## src/core_cfg_pkg.sv

```systemverilog
package core_cfg_pkg;

    // ==============================
    // Datapath
    // ==============================

    localparam int xlen = 32;                      // Data word width.

    // ==============================
    // Architectural registers
    // ==============================

    localparam int reg_count = 32;
    localparam int reg_w     = $clog2(reg_count);  // Register index width.

    // ==============================
    // Reorder buffer
    // ==============================

    // Depth stays a power of two so head and tail wrap on their own.
    localparam int rob_depth = 8;
    localparam int rob_w     = $clog2(rob_depth);  // Tag width.

endpackage : core_cfg_pkg

```

## src/core_types_pkg.sv

```systemverilog
package core_types_pkg;

    import core_cfg_pkg::*;

    // ==============================
    // Operand word
    // ==============================

    // One word with two readings. The ready bit that travels beside it
    // picks the view: value when ready, producer tag when not.
    typedef union packed {
        logic [xlen-1:0] value;                 // Resolved operand.
        struct packed {
            logic [xlen-rob_w-1:0] pad;         // Zero in the tag view.
            logic [rob_w-1:0]      id;          // Producing ROB entry.
        } tag;
    } operand_u;

endpackage : core_types_pkg

```

## src/issue_ctrl.sv

```systemverilog
module issue_ctrl (
    input  logic clk_in,
    input  logic rob_regfile_rst_in,
    input  logic issue_valid,
    input  logic flush,
    input  logic full,
    input  logic head_ready,
    output logic issue_fire,
    output logic issue_stall,
    output logic rob_alloc,
    output logic rob_commit,
    output logic flush_all
);

    // ==============================
    // Issue and commit arbitration
    // ==============================

    assign issue_fire  = issue_valid && !full && !flush;
    assign issue_stall = issue_valid && full;      // Hold until space.
    assign rob_alloc   = issue_fire;

    assign rob_commit  = head_ready && !flush;     // Flush wins.
    assign flush_all   = flush;

endmodule : issue_ctrl

```

## src/operand_bypass.sv

```systemverilog
module operand_bypass
    import core_cfg_pkg::*, core_types_pkg::*;
(
    input  logic             rs_reg_busy,
    input  logic [rob_w-1:0] rs_reg_tag,
    input  logic [xlen-1:0]  rs_reg_value,
    input  logic             rs_rob_ready,
    input  logic [xlen-1:0]  rs_rob_value,
    input  logic             rt_reg_busy,
    input  logic [rob_w-1:0] rt_reg_tag,
    input  logic [xlen-1:0]  rt_reg_value,
    input  logic             rt_rob_ready,
    input  logic [xlen-1:0]  rt_rob_value,
    input  logic             wb_en,
    input  logic [rob_w-1:0] wb_tag,
    input  logic [xlen-1:0]  wb_value,
    output logic [rob_w-1:0] qa_tag,
    output logic [rob_w-1:0] qb_tag,
    output logic             rs_ready,
    output logic             rt_ready,
    output operand_u         rs_operand,
    output operand_u         rt_operand
);

    // Priority: register file, then ROB entry, then live writeback.
    function automatic void resolve(
        input  logic             busy,
        input  logic [rob_w-1:0] tag,
        input  logic [xlen-1:0]  reg_value,
        input  logic             rob_ready,
        input  logic [xlen-1:0]  rob_value,
        input  logic             fwd_en,
        input  logic [rob_w-1:0] fwd_tag,
        input  logic [xlen-1:0]  fwd_value,
        output logic             ready,
        output operand_u         op
    );
        op    = '0;
        ready = 1'b1;
        if (!busy) begin
            op.value = reg_value;
        end else if (rob_ready) begin
            op.value = rob_value;
        end else if (fwd_en && (fwd_tag == tag)) begin
            op.value = fwd_value;                  // Same-cycle bypass.
        end else begin
            ready    = 1'b0;
            op.tag.id = tag;
        end
    endfunction

    assign qa_tag = rs_reg_tag;
    assign qb_tag = rt_reg_tag;

    always_comb begin
        resolve(rs_reg_busy, rs_reg_tag, rs_reg_value, rs_rob_ready, rs_rob_value,
                wb_en, wb_tag, wb_value, rs_ready, rs_operand);
        resolve(rt_reg_busy, rt_reg_tag, rt_reg_value, rt_rob_ready, rt_rob_value,
                wb_en, wb_tag, wb_value, rt_ready, rt_operand);
    end

endmodule : operand_bypass

```

## src/rename_core.sv

```systemverilog
module rename_core
    import core_cfg_pkg::*, core_types_pkg::*;
(
    input  logic             clk_in,
    input  logic             rob_regfile_rst_in,
    input  logic             issue_valid,
    input  logic             issue_rd_en,
    input  logic [reg_w-1:0] issue_rd,
    input  logic [reg_w-1:0] issue_rs,
    input  logic [reg_w-1:0] issue_rt,
    input  logic             wb_valid,
    input  logic [rob_w-1:0] wb_tag,
    input  logic [xlen-1:0]  wb_value,
    input  logic             flush,
    output logic             issue_fire,
    output logic             issue_stall,
    output logic [rob_w-1:0] issue_tag,
    output logic             rs_ready,
    output operand_u         rs_operand,
    output logic             rt_ready,
    output operand_u         rt_operand,
    output logic             commit_valid,
    output logic             commit_rd_en,
    output logic [reg_w-1:0] commit_rd,
    output logic [xlen-1:0]  commit_value
);

    logic             rob_alloc;
    logic             flush_all;
    logic             rob_full;
    logic             head_ready;
    logic [rob_w-1:0] head_tag;
    logic             rename_en;
    logic             reg_commit_en;
    logic             rs_reg_busy;
    logic             rt_reg_busy;
    logic [rob_w-1:0] rs_reg_tag;
    logic [rob_w-1:0] rt_reg_tag;
    logic [xlen-1:0]  rs_reg_value;
    logic [xlen-1:0]  rt_reg_value;
    logic [rob_w-1:0] qa_tag;
    logic [rob_w-1:0] qb_tag;
    logic             qa_ready;
    logic             qb_ready;
    logic [xlen-1:0]  qa_value;
    logic [xlen-1:0]  qb_value;

    assign rename_en     = rob_alloc && issue_rd_en;
    assign reg_commit_en = commit_valid && commit_rd_en;  // Skip no-dest ops.

    issue_ctrl u_ctrl (
        .clk_in             (clk_in),
        .rob_regfile_rst_in (rob_regfile_rst_in),
        .issue_valid        (issue_valid),
        .flush              (flush),
        .full               (rob_full),
        .head_ready         (head_ready),
        .issue_fire         (issue_fire),
        .issue_stall        (issue_stall),
        .rob_alloc          (rob_alloc),
        .rob_commit         (commit_valid),
        .flush_all          (flush_all)
    );

    rename_regfile u_regfile (
        .clk_in             (clk_in),
        .rob_regfile_rst_in (rob_regfile_rst_in),
        .flush_all          (flush_all),
        .rs_addr            (issue_rs),
        .rt_addr            (issue_rt),
        .rs_value           (rs_reg_value),
        .rt_value           (rt_reg_value),
        .rs_busy            (rs_reg_busy),
        .rt_busy            (rt_reg_busy),
        .rs_tag             (rs_reg_tag),
        .rt_tag             (rt_reg_tag),
        .rename_en          (rename_en),
        .rename_rd          (issue_rd),
        .rename_tag         (issue_tag),
        .commit_en          (reg_commit_en),
        .commit_rd          (commit_rd),
        .commit_tag         (head_tag),
        .commit_value       (commit_value)
    );

    reorder_buffer u_rob (
        .clk_in             (clk_in),
        .rob_regfile_rst_in (rob_regfile_rst_in),
        .flush_all          (flush_all),
        .alloc_en           (rob_alloc),
        .alloc_rd_en        (issue_rd_en),
        .alloc_rd           (issue_rd),
        .alloc_tag          (issue_tag),
        .full               (rob_full),
        .wb_en              (wb_valid),
        .wb_tag             (wb_tag),
        .wb_value           (wb_value),
        .commit_en          (commit_valid),
        .head_ready         (head_ready),
        .head_rd_en         (commit_rd_en),
        .head_rd            (commit_rd),
        .head_tag           (head_tag),
        .head_value         (commit_value),
        .qa_tag             (qa_tag),
        .qb_tag             (qb_tag),
        .qa_ready           (qa_ready),
        .qb_ready           (qb_ready),
        .qa_value           (qa_value),
        .qb_value           (qb_value)
    );

    operand_bypass u_bypass (
        .rs_reg_busy  (rs_reg_busy),
        .rs_reg_tag   (rs_reg_tag),
        .rs_reg_value (rs_reg_value),
        .rs_rob_ready (qa_ready),
        .rs_rob_value (qa_value),
        .rt_reg_busy  (rt_reg_busy),
        .rt_reg_tag   (rt_reg_tag),
        .rt_reg_value (rt_reg_value),
        .rt_rob_ready (qb_ready),
        .rt_rob_value (qb_value),
        .wb_en        (wb_valid),
        .wb_tag       (wb_tag),
        .wb_value     (wb_value),
        .qa_tag       (qa_tag),
        .qb_tag       (qb_tag),
        .rs_ready     (rs_ready),
        .rt_ready     (rt_ready),
        .rs_operand   (rs_operand),
        .rt_operand   (rt_operand)
    );

endmodule : rename_core

```

## src/rename_regfile.sv

```systemverilog
module rename_regfile
    import core_cfg_pkg::*;
(
    input  logic             clk_in,
    input  logic             rob_regfile_rst_in,
    input  logic             flush_all,
    input  logic [reg_w-1:0] rs_addr,
    input  logic [reg_w-1:0] rt_addr,
    output logic [xlen-1:0]  rs_value,
    output logic [xlen-1:0]  rt_value,
    output logic             rs_busy,
    output logic             rt_busy,
    output logic [rob_w-1:0] rs_tag,
    output logic [rob_w-1:0] rt_tag,
    input  logic             rename_en,
    input  logic [reg_w-1:0] rename_rd,
    input  logic [rob_w-1:0] rename_tag,
    input  logic             commit_en,
    input  logic [reg_w-1:0] commit_rd,
    input  logic [rob_w-1:0] commit_tag,
    input  logic [xlen-1:0]  commit_value
);

    logic [xlen-1:0]  value_q [reg_count];         // Committed values.
    logic             busy_q  [reg_count];
    logic [rob_w-1:0] tag_q   [reg_count];         // Pending producer.

    logic rename_hit;
    logic commit_hit;

    // Register 0 is hardwired, so writes to it are dropped here.
    assign rename_hit = rename_en && (rename_rd != '0);
    assign commit_hit = commit_en && (commit_rd != '0);

    // ==============================
    // Committed state
    // ==============================

    always_ff @(posedge clk_in) begin
        if (rob_regfile_rst_in) begin
            for (int i = 0; i < reg_count; i++) begin
                value_q[i] <= '0;
            end
        end else if (commit_hit) begin
            value_q[commit_rd] <= commit_value;
        end
    end

    // ==============================
    // Rename state
    // ==============================

    // A rename issued in the same cycle is written last and keeps the
    // register busy under its new tag.
    always_ff @(posedge clk_in) begin
        if (rob_regfile_rst_in || flush_all) begin
            for (int i = 0; i < reg_count; i++) begin
                busy_q[i] <= 1'b0;
                tag_q[i]  <= '0;
            end
        end else begin
            if (commit_hit && (tag_q[commit_rd] == commit_tag)) begin
                busy_q[commit_rd] <= 1'b0;         // Last writer retired.
            end
            if (rename_hit) begin
                busy_q[rename_rd] <= 1'b1;
                tag_q[rename_rd]  <= rename_tag;
            end
        end
    end

    assign rs_value = value_q[rs_addr];
    assign rs_busy  = busy_q[rs_addr];
    assign rs_tag   = tag_q[rs_addr];
    assign rt_value = value_q[rt_addr];
    assign rt_busy  = busy_q[rt_addr];
    assign rt_tag   = tag_q[rt_addr];

endmodule : rename_regfile

```

## src/reorder_buffer.sv

```systemverilog
module reorder_buffer
    import core_cfg_pkg::*;
(
    input  logic             clk_in,
    input  logic             rob_regfile_rst_in,
    input  logic             flush_all,
    input  logic             alloc_en,
    input  logic             alloc_rd_en,
    input  logic [reg_w-1:0] alloc_rd,
    output logic [rob_w-1:0] alloc_tag,
    output logic             full,
    input  logic             wb_en,
    input  logic [rob_w-1:0] wb_tag,
    input  logic [xlen-1:0]  wb_value,
    input  logic             commit_en,
    output logic             head_ready,
    output logic             head_rd_en,
    output logic [reg_w-1:0] head_rd,
    output logic [rob_w-1:0] head_tag,
    output logic [xlen-1:0]  head_value,
    input  logic [rob_w-1:0] qa_tag,
    input  logic [rob_w-1:0] qb_tag,
    output logic             qa_ready,
    output logic             qb_ready,
    output logic [xlen-1:0]  qa_value,
    output logic [xlen-1:0]  qb_value
);

    logic             rd_en_q [rob_depth];
    logic [reg_w-1:0] rd_q    [rob_depth];
    logic [xlen-1:0]  value_q [rob_depth];
    logic             ready_q [rob_depth];         // Result written back.

    logic [rob_w-1:0] head_q;
    logic [rob_w-1:0] tail_q;
    logic [rob_w:0]   count_q;                     // One extra bit for full.

    // ==============================
    // Queue pointers
    // ==============================

    always_ff @(posedge clk_in) begin
        if (rob_regfile_rst_in || flush_all) begin
            head_q  <= '0;
            tail_q  <= '0;
            count_q <= '0;
        end else begin
            if (alloc_en) begin
                tail_q <= tail_q + 1'b1;
            end
            if (commit_en) begin
                head_q <= head_q + 1'b1;
            end
            case ({alloc_en, commit_en})
                2'b10:   count_q <= count_q + 1'b1;
                2'b01:   count_q <= count_q - 1'b1;
                default: count_q <= count_q;       // Both or neither.
            endcase
        end
    end

    // ==============================
    // Entry state
    // ==============================

    always_ff @(posedge clk_in) begin
        if (rob_regfile_rst_in) begin
            for (int i = 0; i < rob_depth; i++) begin
                ready_q[i] <= 1'b0;
            end
        end else begin
            if (wb_en) begin
                ready_q[wb_tag] <= 1'b1;
            end
            if (alloc_en) begin
                ready_q[tail_q] <= 1'b0;           // Fresh entry waits.
            end
        end
    end

    always_ff @(posedge clk_in) begin
        if (alloc_en) begin
            rd_en_q[tail_q] <= alloc_rd_en;
            rd_q[tail_q]    <= alloc_rd;
        end
        if (wb_en) begin
            value_q[wb_tag] <= wb_value;
        end
    end

    assign alloc_tag  = tail_q;
    assign full       = (count_q == (rob_w + 1)'(rob_depth));
    assign head_ready = (count_q != '0) && ready_q[head_q];
    assign head_rd_en = rd_en_q[head_q];
    assign head_rd    = rd_q[head_q];
    assign head_tag   = head_q;
    assign head_value = value_q[head_q];

    assign qa_ready = ready_q[qa_tag];
    assign qa_value = value_q[qa_tag];
    assign qb_ready = ready_q[qb_tag];
    assign qb_value = value_q[qb_tag];

endmodule : reorder_buffer
```

## config.mk

```make
export PLATFORM = sky130hd
export DESIGN_NAME = rename_core
export DESIGN_NICKNAME = d
export VERILOG_FILES = /design/src/core_cfg_pkg.sv /design/src/core_types_pkg.sv /design/src/issue_ctrl.sv /design/src/operand_bypass.sv /design/src/rename_core.sv /design/src/rename_regfile.sv /design/src/reorder_buffer.sv
export SDC_FILE = /design/constraint.sdc
export NUM_CORES = 2
export LEC_CHECK = 0
export BUFFER_PORTS_ARGS = -buffer_cell sky130_fd_sc_hd__buf_2
export CAP_MARGIN = 20
export CORE_UTILIZATION = 30
export CTS_CLUSTER_DIAMETER = 120
export DETAILED_ROUTE_END_ITERATION = 10
export SKIP_LAST_GASP = 1
export SLEW_MARGIN = 20
export SYNTH_ARGS = -nofsm -noshare
export SYNTH_HDL_FRONTEND = slang
export SYNTH_SLANG_ARGS = --single-unit
```

## constraint.sdc

```tcl
create_clock -name clk_in -period 8.95 [get_ports clk_in]
set_input_delay 0.4475 -clock clk_in [delete_from_list [all_inputs] [get_ports clk_in]]
set_output_delay 0.4475 -clock clk_in [all_outputs]
set_load 0.01 [all_outputs]
```

Yosys cells after proc, flatten, opt, wreduce, memory -nomap -nowiden
Memories as Yosys holds them, arrays and structs flattened. A register that Yosys moved wholly into a read port is not among the register bits.
Cells that the tools add are included.
- add/sub/neg operators: 4
- multiply operators: 0
- div/mod/pow operators: 0
- $lt $le $gt $ge: 0
- equality and inequality tests: 6
- shift operators: 0
- mux-type cells: 62
- bitwise logic cells: 0
- reduce and logical (&&, ||, !) cells: 25
- operators by type and width (kind ; number):
    2-to-1 mux 32 bit ; 5
    2-to-1 mux 29 bit ; 2
    2-to-1 mux 3 bit ; 13
    2-to-1 mux 1 bit ; 37
    OR reduction 32 bit ; 1
    2-to-1 mux 5 bit ; 4
    logical AND 1 bit ; 12
    nonzero test 5 bit ; 2
    equality test 3 bit ; 3
    case mux 4 bit (2 select lines) ; 1
    adder 3 x 1 -> 3 bit (second input constant) ; 2
    adder 4 x 1 -> 4 bit (second input constant) ; 1
    equality test 4 bit (second input constant) ; 1
    nonzero test 4 bit ; 1
    OR reduction 1 bit ; 4
    subtractor 4 x 1 -> 4 bit (second input constant) ; 1
    OR reduction 3 bit ; 1
    equality test 2 x 1 -> 1 bit (second input constant) ; 1
    equality test 2 bit (second input constant) ; 1
    logical NOT 1 bit ; 2
    nonzero test 2 bit ; 1
    logical OR 1 bit ; 1
- flip-flop bits (word level): 10
- latch bits: 0
- memory bits (writable): 1464
- memory bits (read-only): 0
- bits of input ports: 56
- output and inout port bits: 110
- word-level logic and storage cells: 107
- memories kept: 7
- memory list (name ; depth ; width ; read ports ; clocked after Yosys merged registers in ; write ports ; line ; RTL):
    u_regfile.value_q ; 32 ; 32 ; 2 ; 0 ; 32 ; rename_regfile.sv:24 ; logic [xlen-1:0] value_q [reg_count];
    u_rob.value_q ; 8 ; 32 ; 3 ; 1 ; 1 ; reorder_buffer.sv:31 ; logic [xlen-1:0] value_q [rob_depth];
    u_regfile.tag_q ; 32 ; 3 ; 3 ; 0 ; 32 ; rename_regfile.sv:26 ; logic [rob_w-1:0] tag_q [reg_count];
    u_rob.rd_q ; 8 ; 5 ; 1 ; 1 ; 1 ; reorder_buffer.sv:30 ; logic [reg_w-1:0] rd_q [rob_depth];
    u_regfile.busy_q ; 32 ; 1 ; 2 ; 0 ; 32 ; rename_regfile.sv:25 ; logic busy_q [reg_count];
    u_rob.rd_en_q ; 8 ; 1 ; 1 ; 1 ; 1 ; reorder_buffer.sv:29 ; logic rd_en_q [rob_depth];
    +1 memories ; -- ; -- ; -- ; -- ; -- ; -- ;

Logic depth before layout (Yosys ltp)
- word-level depth: 11
- depth in mapped cells: 16

Modules after synthesis
Synthesis repeated with hierarchy kept, for this count alone.
- cell total of the unflattened synthesis: 4937
- area, all modules: 80662.4 sq um
- by module, submodules not included (module ; instances ; cells each ; area each (sq um)):
    rename_regfile ; 1 ; 3830 ; 61992.0
    reorder_buffer ; 1 ; 790 ; 16408.2
    operand_bypass ; 1 ; 310 ; 2209.6
    issue_ctrl ; 1 ; 5 ; 40.0
    rename_core ; 1 ; 2 ; 12.5

Least setup slack after synthesis
OpenSTA, ideal clock, no wires.
- path type: input -> output
- from: input port issue_rs[1]
- to: output port rs_operand[2] (netlist name)
- data arrival time: 3.111 ns
- setup slack: 5.391 ns
- cell stages on the path: 14
- buffers on the path: 5
- cell sequence: buf_4 buf_4 buf_4 mux4_2 o22ai_1 a31oi_1 nand2_1 buf_4 mux2i_1 mux2i_1 buf_4 a211oi_1 a211oi_1 o31ai_1
- RTL lines (what ; line ; RTL):
    from (decl) ; rename_core.sv:9 ; input logic [reg_w-1:0] issue_rs,
    to (decl) ; rename_core.sv:19 ; output operand_u rs_operand,

==> key figures <==
Routing
  – Vias per Instance: a little under 6
  – DR DRC count: 0
  – WL/cell: 30.59 um
  – Initial DRC count: between 7k and 8k
  – DR vias: 51.08k
  – Routed WL: 270.5 mm
  – Antenna Nets Post-Route: 0
  – Pre-antenna DRT Iters: 6

Floorplan
  – Die height: just over 500 um
  – I/O Pins: 166
  – Row Count: 187
  – Die width: roughly 510 um
  – Starting Density: 0.3022
  – Core footprint: about 260000 um2
  – DIE AREA: 264100 um2

Timing
  – Slack of the critical path: about 2.8 ns
  – Slew @ Worst Pin: 1.114 ns
  – FMAX: 162.6 MHz
  – Slew margin rel.: 0.2360
  – RSZ-0062 raised after global routing: false
  – Layout Skew: between 0.04 and 0.05 ns
  – Final setup violation count: 0
  – Final hold violation count: 0
  – Slew Viols, Final: 0
  – Final period utilization: 0.6871
  – Period minus WS final: between 6 and 7 ns
  – TNS Setup: 0 ns

Finish
  – Share of post-route cells with drive strength above 1: 0.2754
  – Layout Nets: 5281
  – Filler cells: between 20k and 25k
  – Synthesis-to-layout area growth: 13.27%

Clocking
  – Deepest clock path buffer count: 3
  – H-tree levels: 4
  – Total setup buffers inserted after CTS: 0
  – Clock transition at the registers of the reported paths: around 0.060 ns
  – CTS sink cnt: 1477
  – CTS Buf Count: 152
  – CTS tree: built
  – Root buffer cell: clkbuf_16
  – Resized cells post-CTS: 0
  – Clock latency on the worst-skew pair: about 0.84 ns

Worst setup path
  – Biggest cell delay along the critical path: 0.79 ns
  – Critical path arrival: 5.70 ns
  – CP Capture Type: output port
  – Crit-path slowest cell: buf_12
  – Setup CP Type: input pin to output port
  – Startpoint Class: input pin
  – Critical-path cell list: buf_8 -> buf_4 -> buf_4 -> buf_12 -> mux4_2 -> mux4_2 -> mux2i_1 -> a21oi_1 -> buf_2
  – Critical Path RT: 8.50 ns
  – Largest delay share family, worst path: buffers and inverters
  – Max FO, Critical Path: 144
  – CP Buf/Inv Count: 5

Yosys
  – Synth async-reset ratio: 0
  – Number of flops mapped to enable cells by yosys: 1424
  – Synthesized area per cell: 15.11 um2
  – Register area share after synthesis: 0.5573
  – Ranking of synthesized cells by area: edfxtp_1 (54%), mux4_2 (22%), mux2i_1 (7.8%)
  – Synth area leader: edfxtp_1
  – Yosys reg bits: around 1.5k
  – Synth cell types: 56
  – Yosys top cell area share: 0.5438
  – Top-count cell post-synth: edfxtp_1
  – Mapped Area: 78630 um2
  – Top cells by count, synth: edfxtp_1 (1424), nor2_1 (1177), mux4_2 (784), mux2i_1 (614), clkbuf_1 (333)
  – Gate Count Post-Synth: 5205
  – Primary FF master, synth: edfxtp_1
  – Synth warn: 0

Min path
  – HP Class: input pin to flip-flop

Global route
  – GRT Overall Usage: 0.2010
  – Initial antenna violation count: 8
  – Largest net degree at the start of global routing: between 100 and 150
  – Total gr overflow: 0
  – First-pass GRT wire length: roughly 380 mm
  – Vias in the first global route: 50.63k

Run
  – Number of max-cap violations: 0

Place
  – Routability cong.: 0.8498
  – DP Worst Slack: 2.975 ns
  – Hpwl dp: 156.3 mm
  – IO buf count: 165

Power
  – Power Total: about 17 mW
  – Lkg Pwr: 31.60 nW
  – Power density over cell area: 185.6 nW/um2
  – Worst IR drop on VDD: 0.1615 mV

Outcome
  – Status: complete, no violations
-- power breakdown --
| group | switching (mW) | internal (mW) |
|---|---|---|
| sequential | 0.132 | 7.80 |
| clock | 2.84 | 3.62 |
| combinational | 1.28 | 0.860 |
| total | 4.25 | 12.3 |
-- cells by family (layout without fill, tap and decap cells) --
group                    count (synthesis)  in the layout  synth area share
flip-flops                            1477           1477            0.5573
AND/OR/NAND/NOR                       1454           1454           0.07594
multiplexers                          1408           1408            0.3047
buffers and inverters                  556            658           0.03059
AO/OA/AOI/OAI                          289            289           0.02864
XOR/XNOR                                14             14          0.001655
adder cells (fa/ha/maj)                  6              6          0.001050
other                                    1             42        0.00004769
-- through the flow --
| step | util | cell area, um2 | cells | hold WS (ns) |
|---|---|---|---|---|
| after floorplan | - | 78750 | 5239 | 0.4431 |
| after global placement | 0.3217 | 83690 | 8524 | 0.4644 |
| after detailed placement | 0.3217 | 83690 | 8524 | 0.4717 |
| after CTS | 0.3421 | 89010 | 8836 | 0.00001793 |
| after global routing | 0.3422 | 89040 | 8838 | 0.04262 |
| final | 0.3423 | 89060 | 8844 | 0.05316 |
-- sequential cells by signal, summed over array words and instances, names as in the netlist, named ones only --
register and cells:
u_regfile.busy_q 32, u_rob.rd_q 40, u_rob.alloc_tag 3, u_regfile.tag_q 96, u_rob.count_q 4, u_rob.ready_q 8, u_regfile.value_q 1024, u_rob.value_q 256
u_rob.rd_en_q 8, u_rob.head_tag 3
-- cells in the final DEF, fill, tap and decap left out, types with 42 or more instances in the layout --
master / synthesis / layout
edfxtp_1: 1424 / 1424
nor2_1: 1177 / 1170
mux4_2: 784 / 784
mux2i_1: 614 / 577
clkbuf_16: 0 / 156
buf_2: 68 / 156
buf_4: 23 / 133
a21oi_1: 103 / 103
and2_1: 91 / 91
a311oi_1: 58 / 58
dfxtp_1: 53 / 50
nand2_1: 76 / 43
inv_1: 42 / 42
-- metal layers --
layer,track usage,wire (um)
met4,0.08034,11110
met1,0.2646,102900
met2,0.3247,127600
met3,0.03966,28870
met5,0,11
-- final timing paths --
path,start,endpoint,slack [ns],cells after the start
worst max-delay path,issue_rt[1],rt_operand[20],2.80,9
worst min-delay path,issue_rd[0],u_rob.rd_q[3][0],0.05,1
worst max register to register,flip-flop,u_regfile.value_q[24][14],3.52,9
worst min register to register,u_regfile.busy_q[0],u_regfile.busy_q[0],0.49,1
-- area by class of cell --
cell class                 instances  area, um2  share of cell area
clock inverter                    85      889.6            0.009989
antenna                            7      17.52           0.0001967
timing repair buffer             336       2330             0.02616
tap                             3496       4374             0.04912
inverter                          46      172.7            0.001939
clock buffer                     191       4065             0.04565
sequential                      1477      43830              0.4922
multi-input combinational       3206      33370              0.3748
-- what timing repair did --
item	CTS	global route
endpoints found under the hold margin	281	0
setup endpoints to repair	0	0
hold buffers	36	0
(Power assumes the default switching activity.)
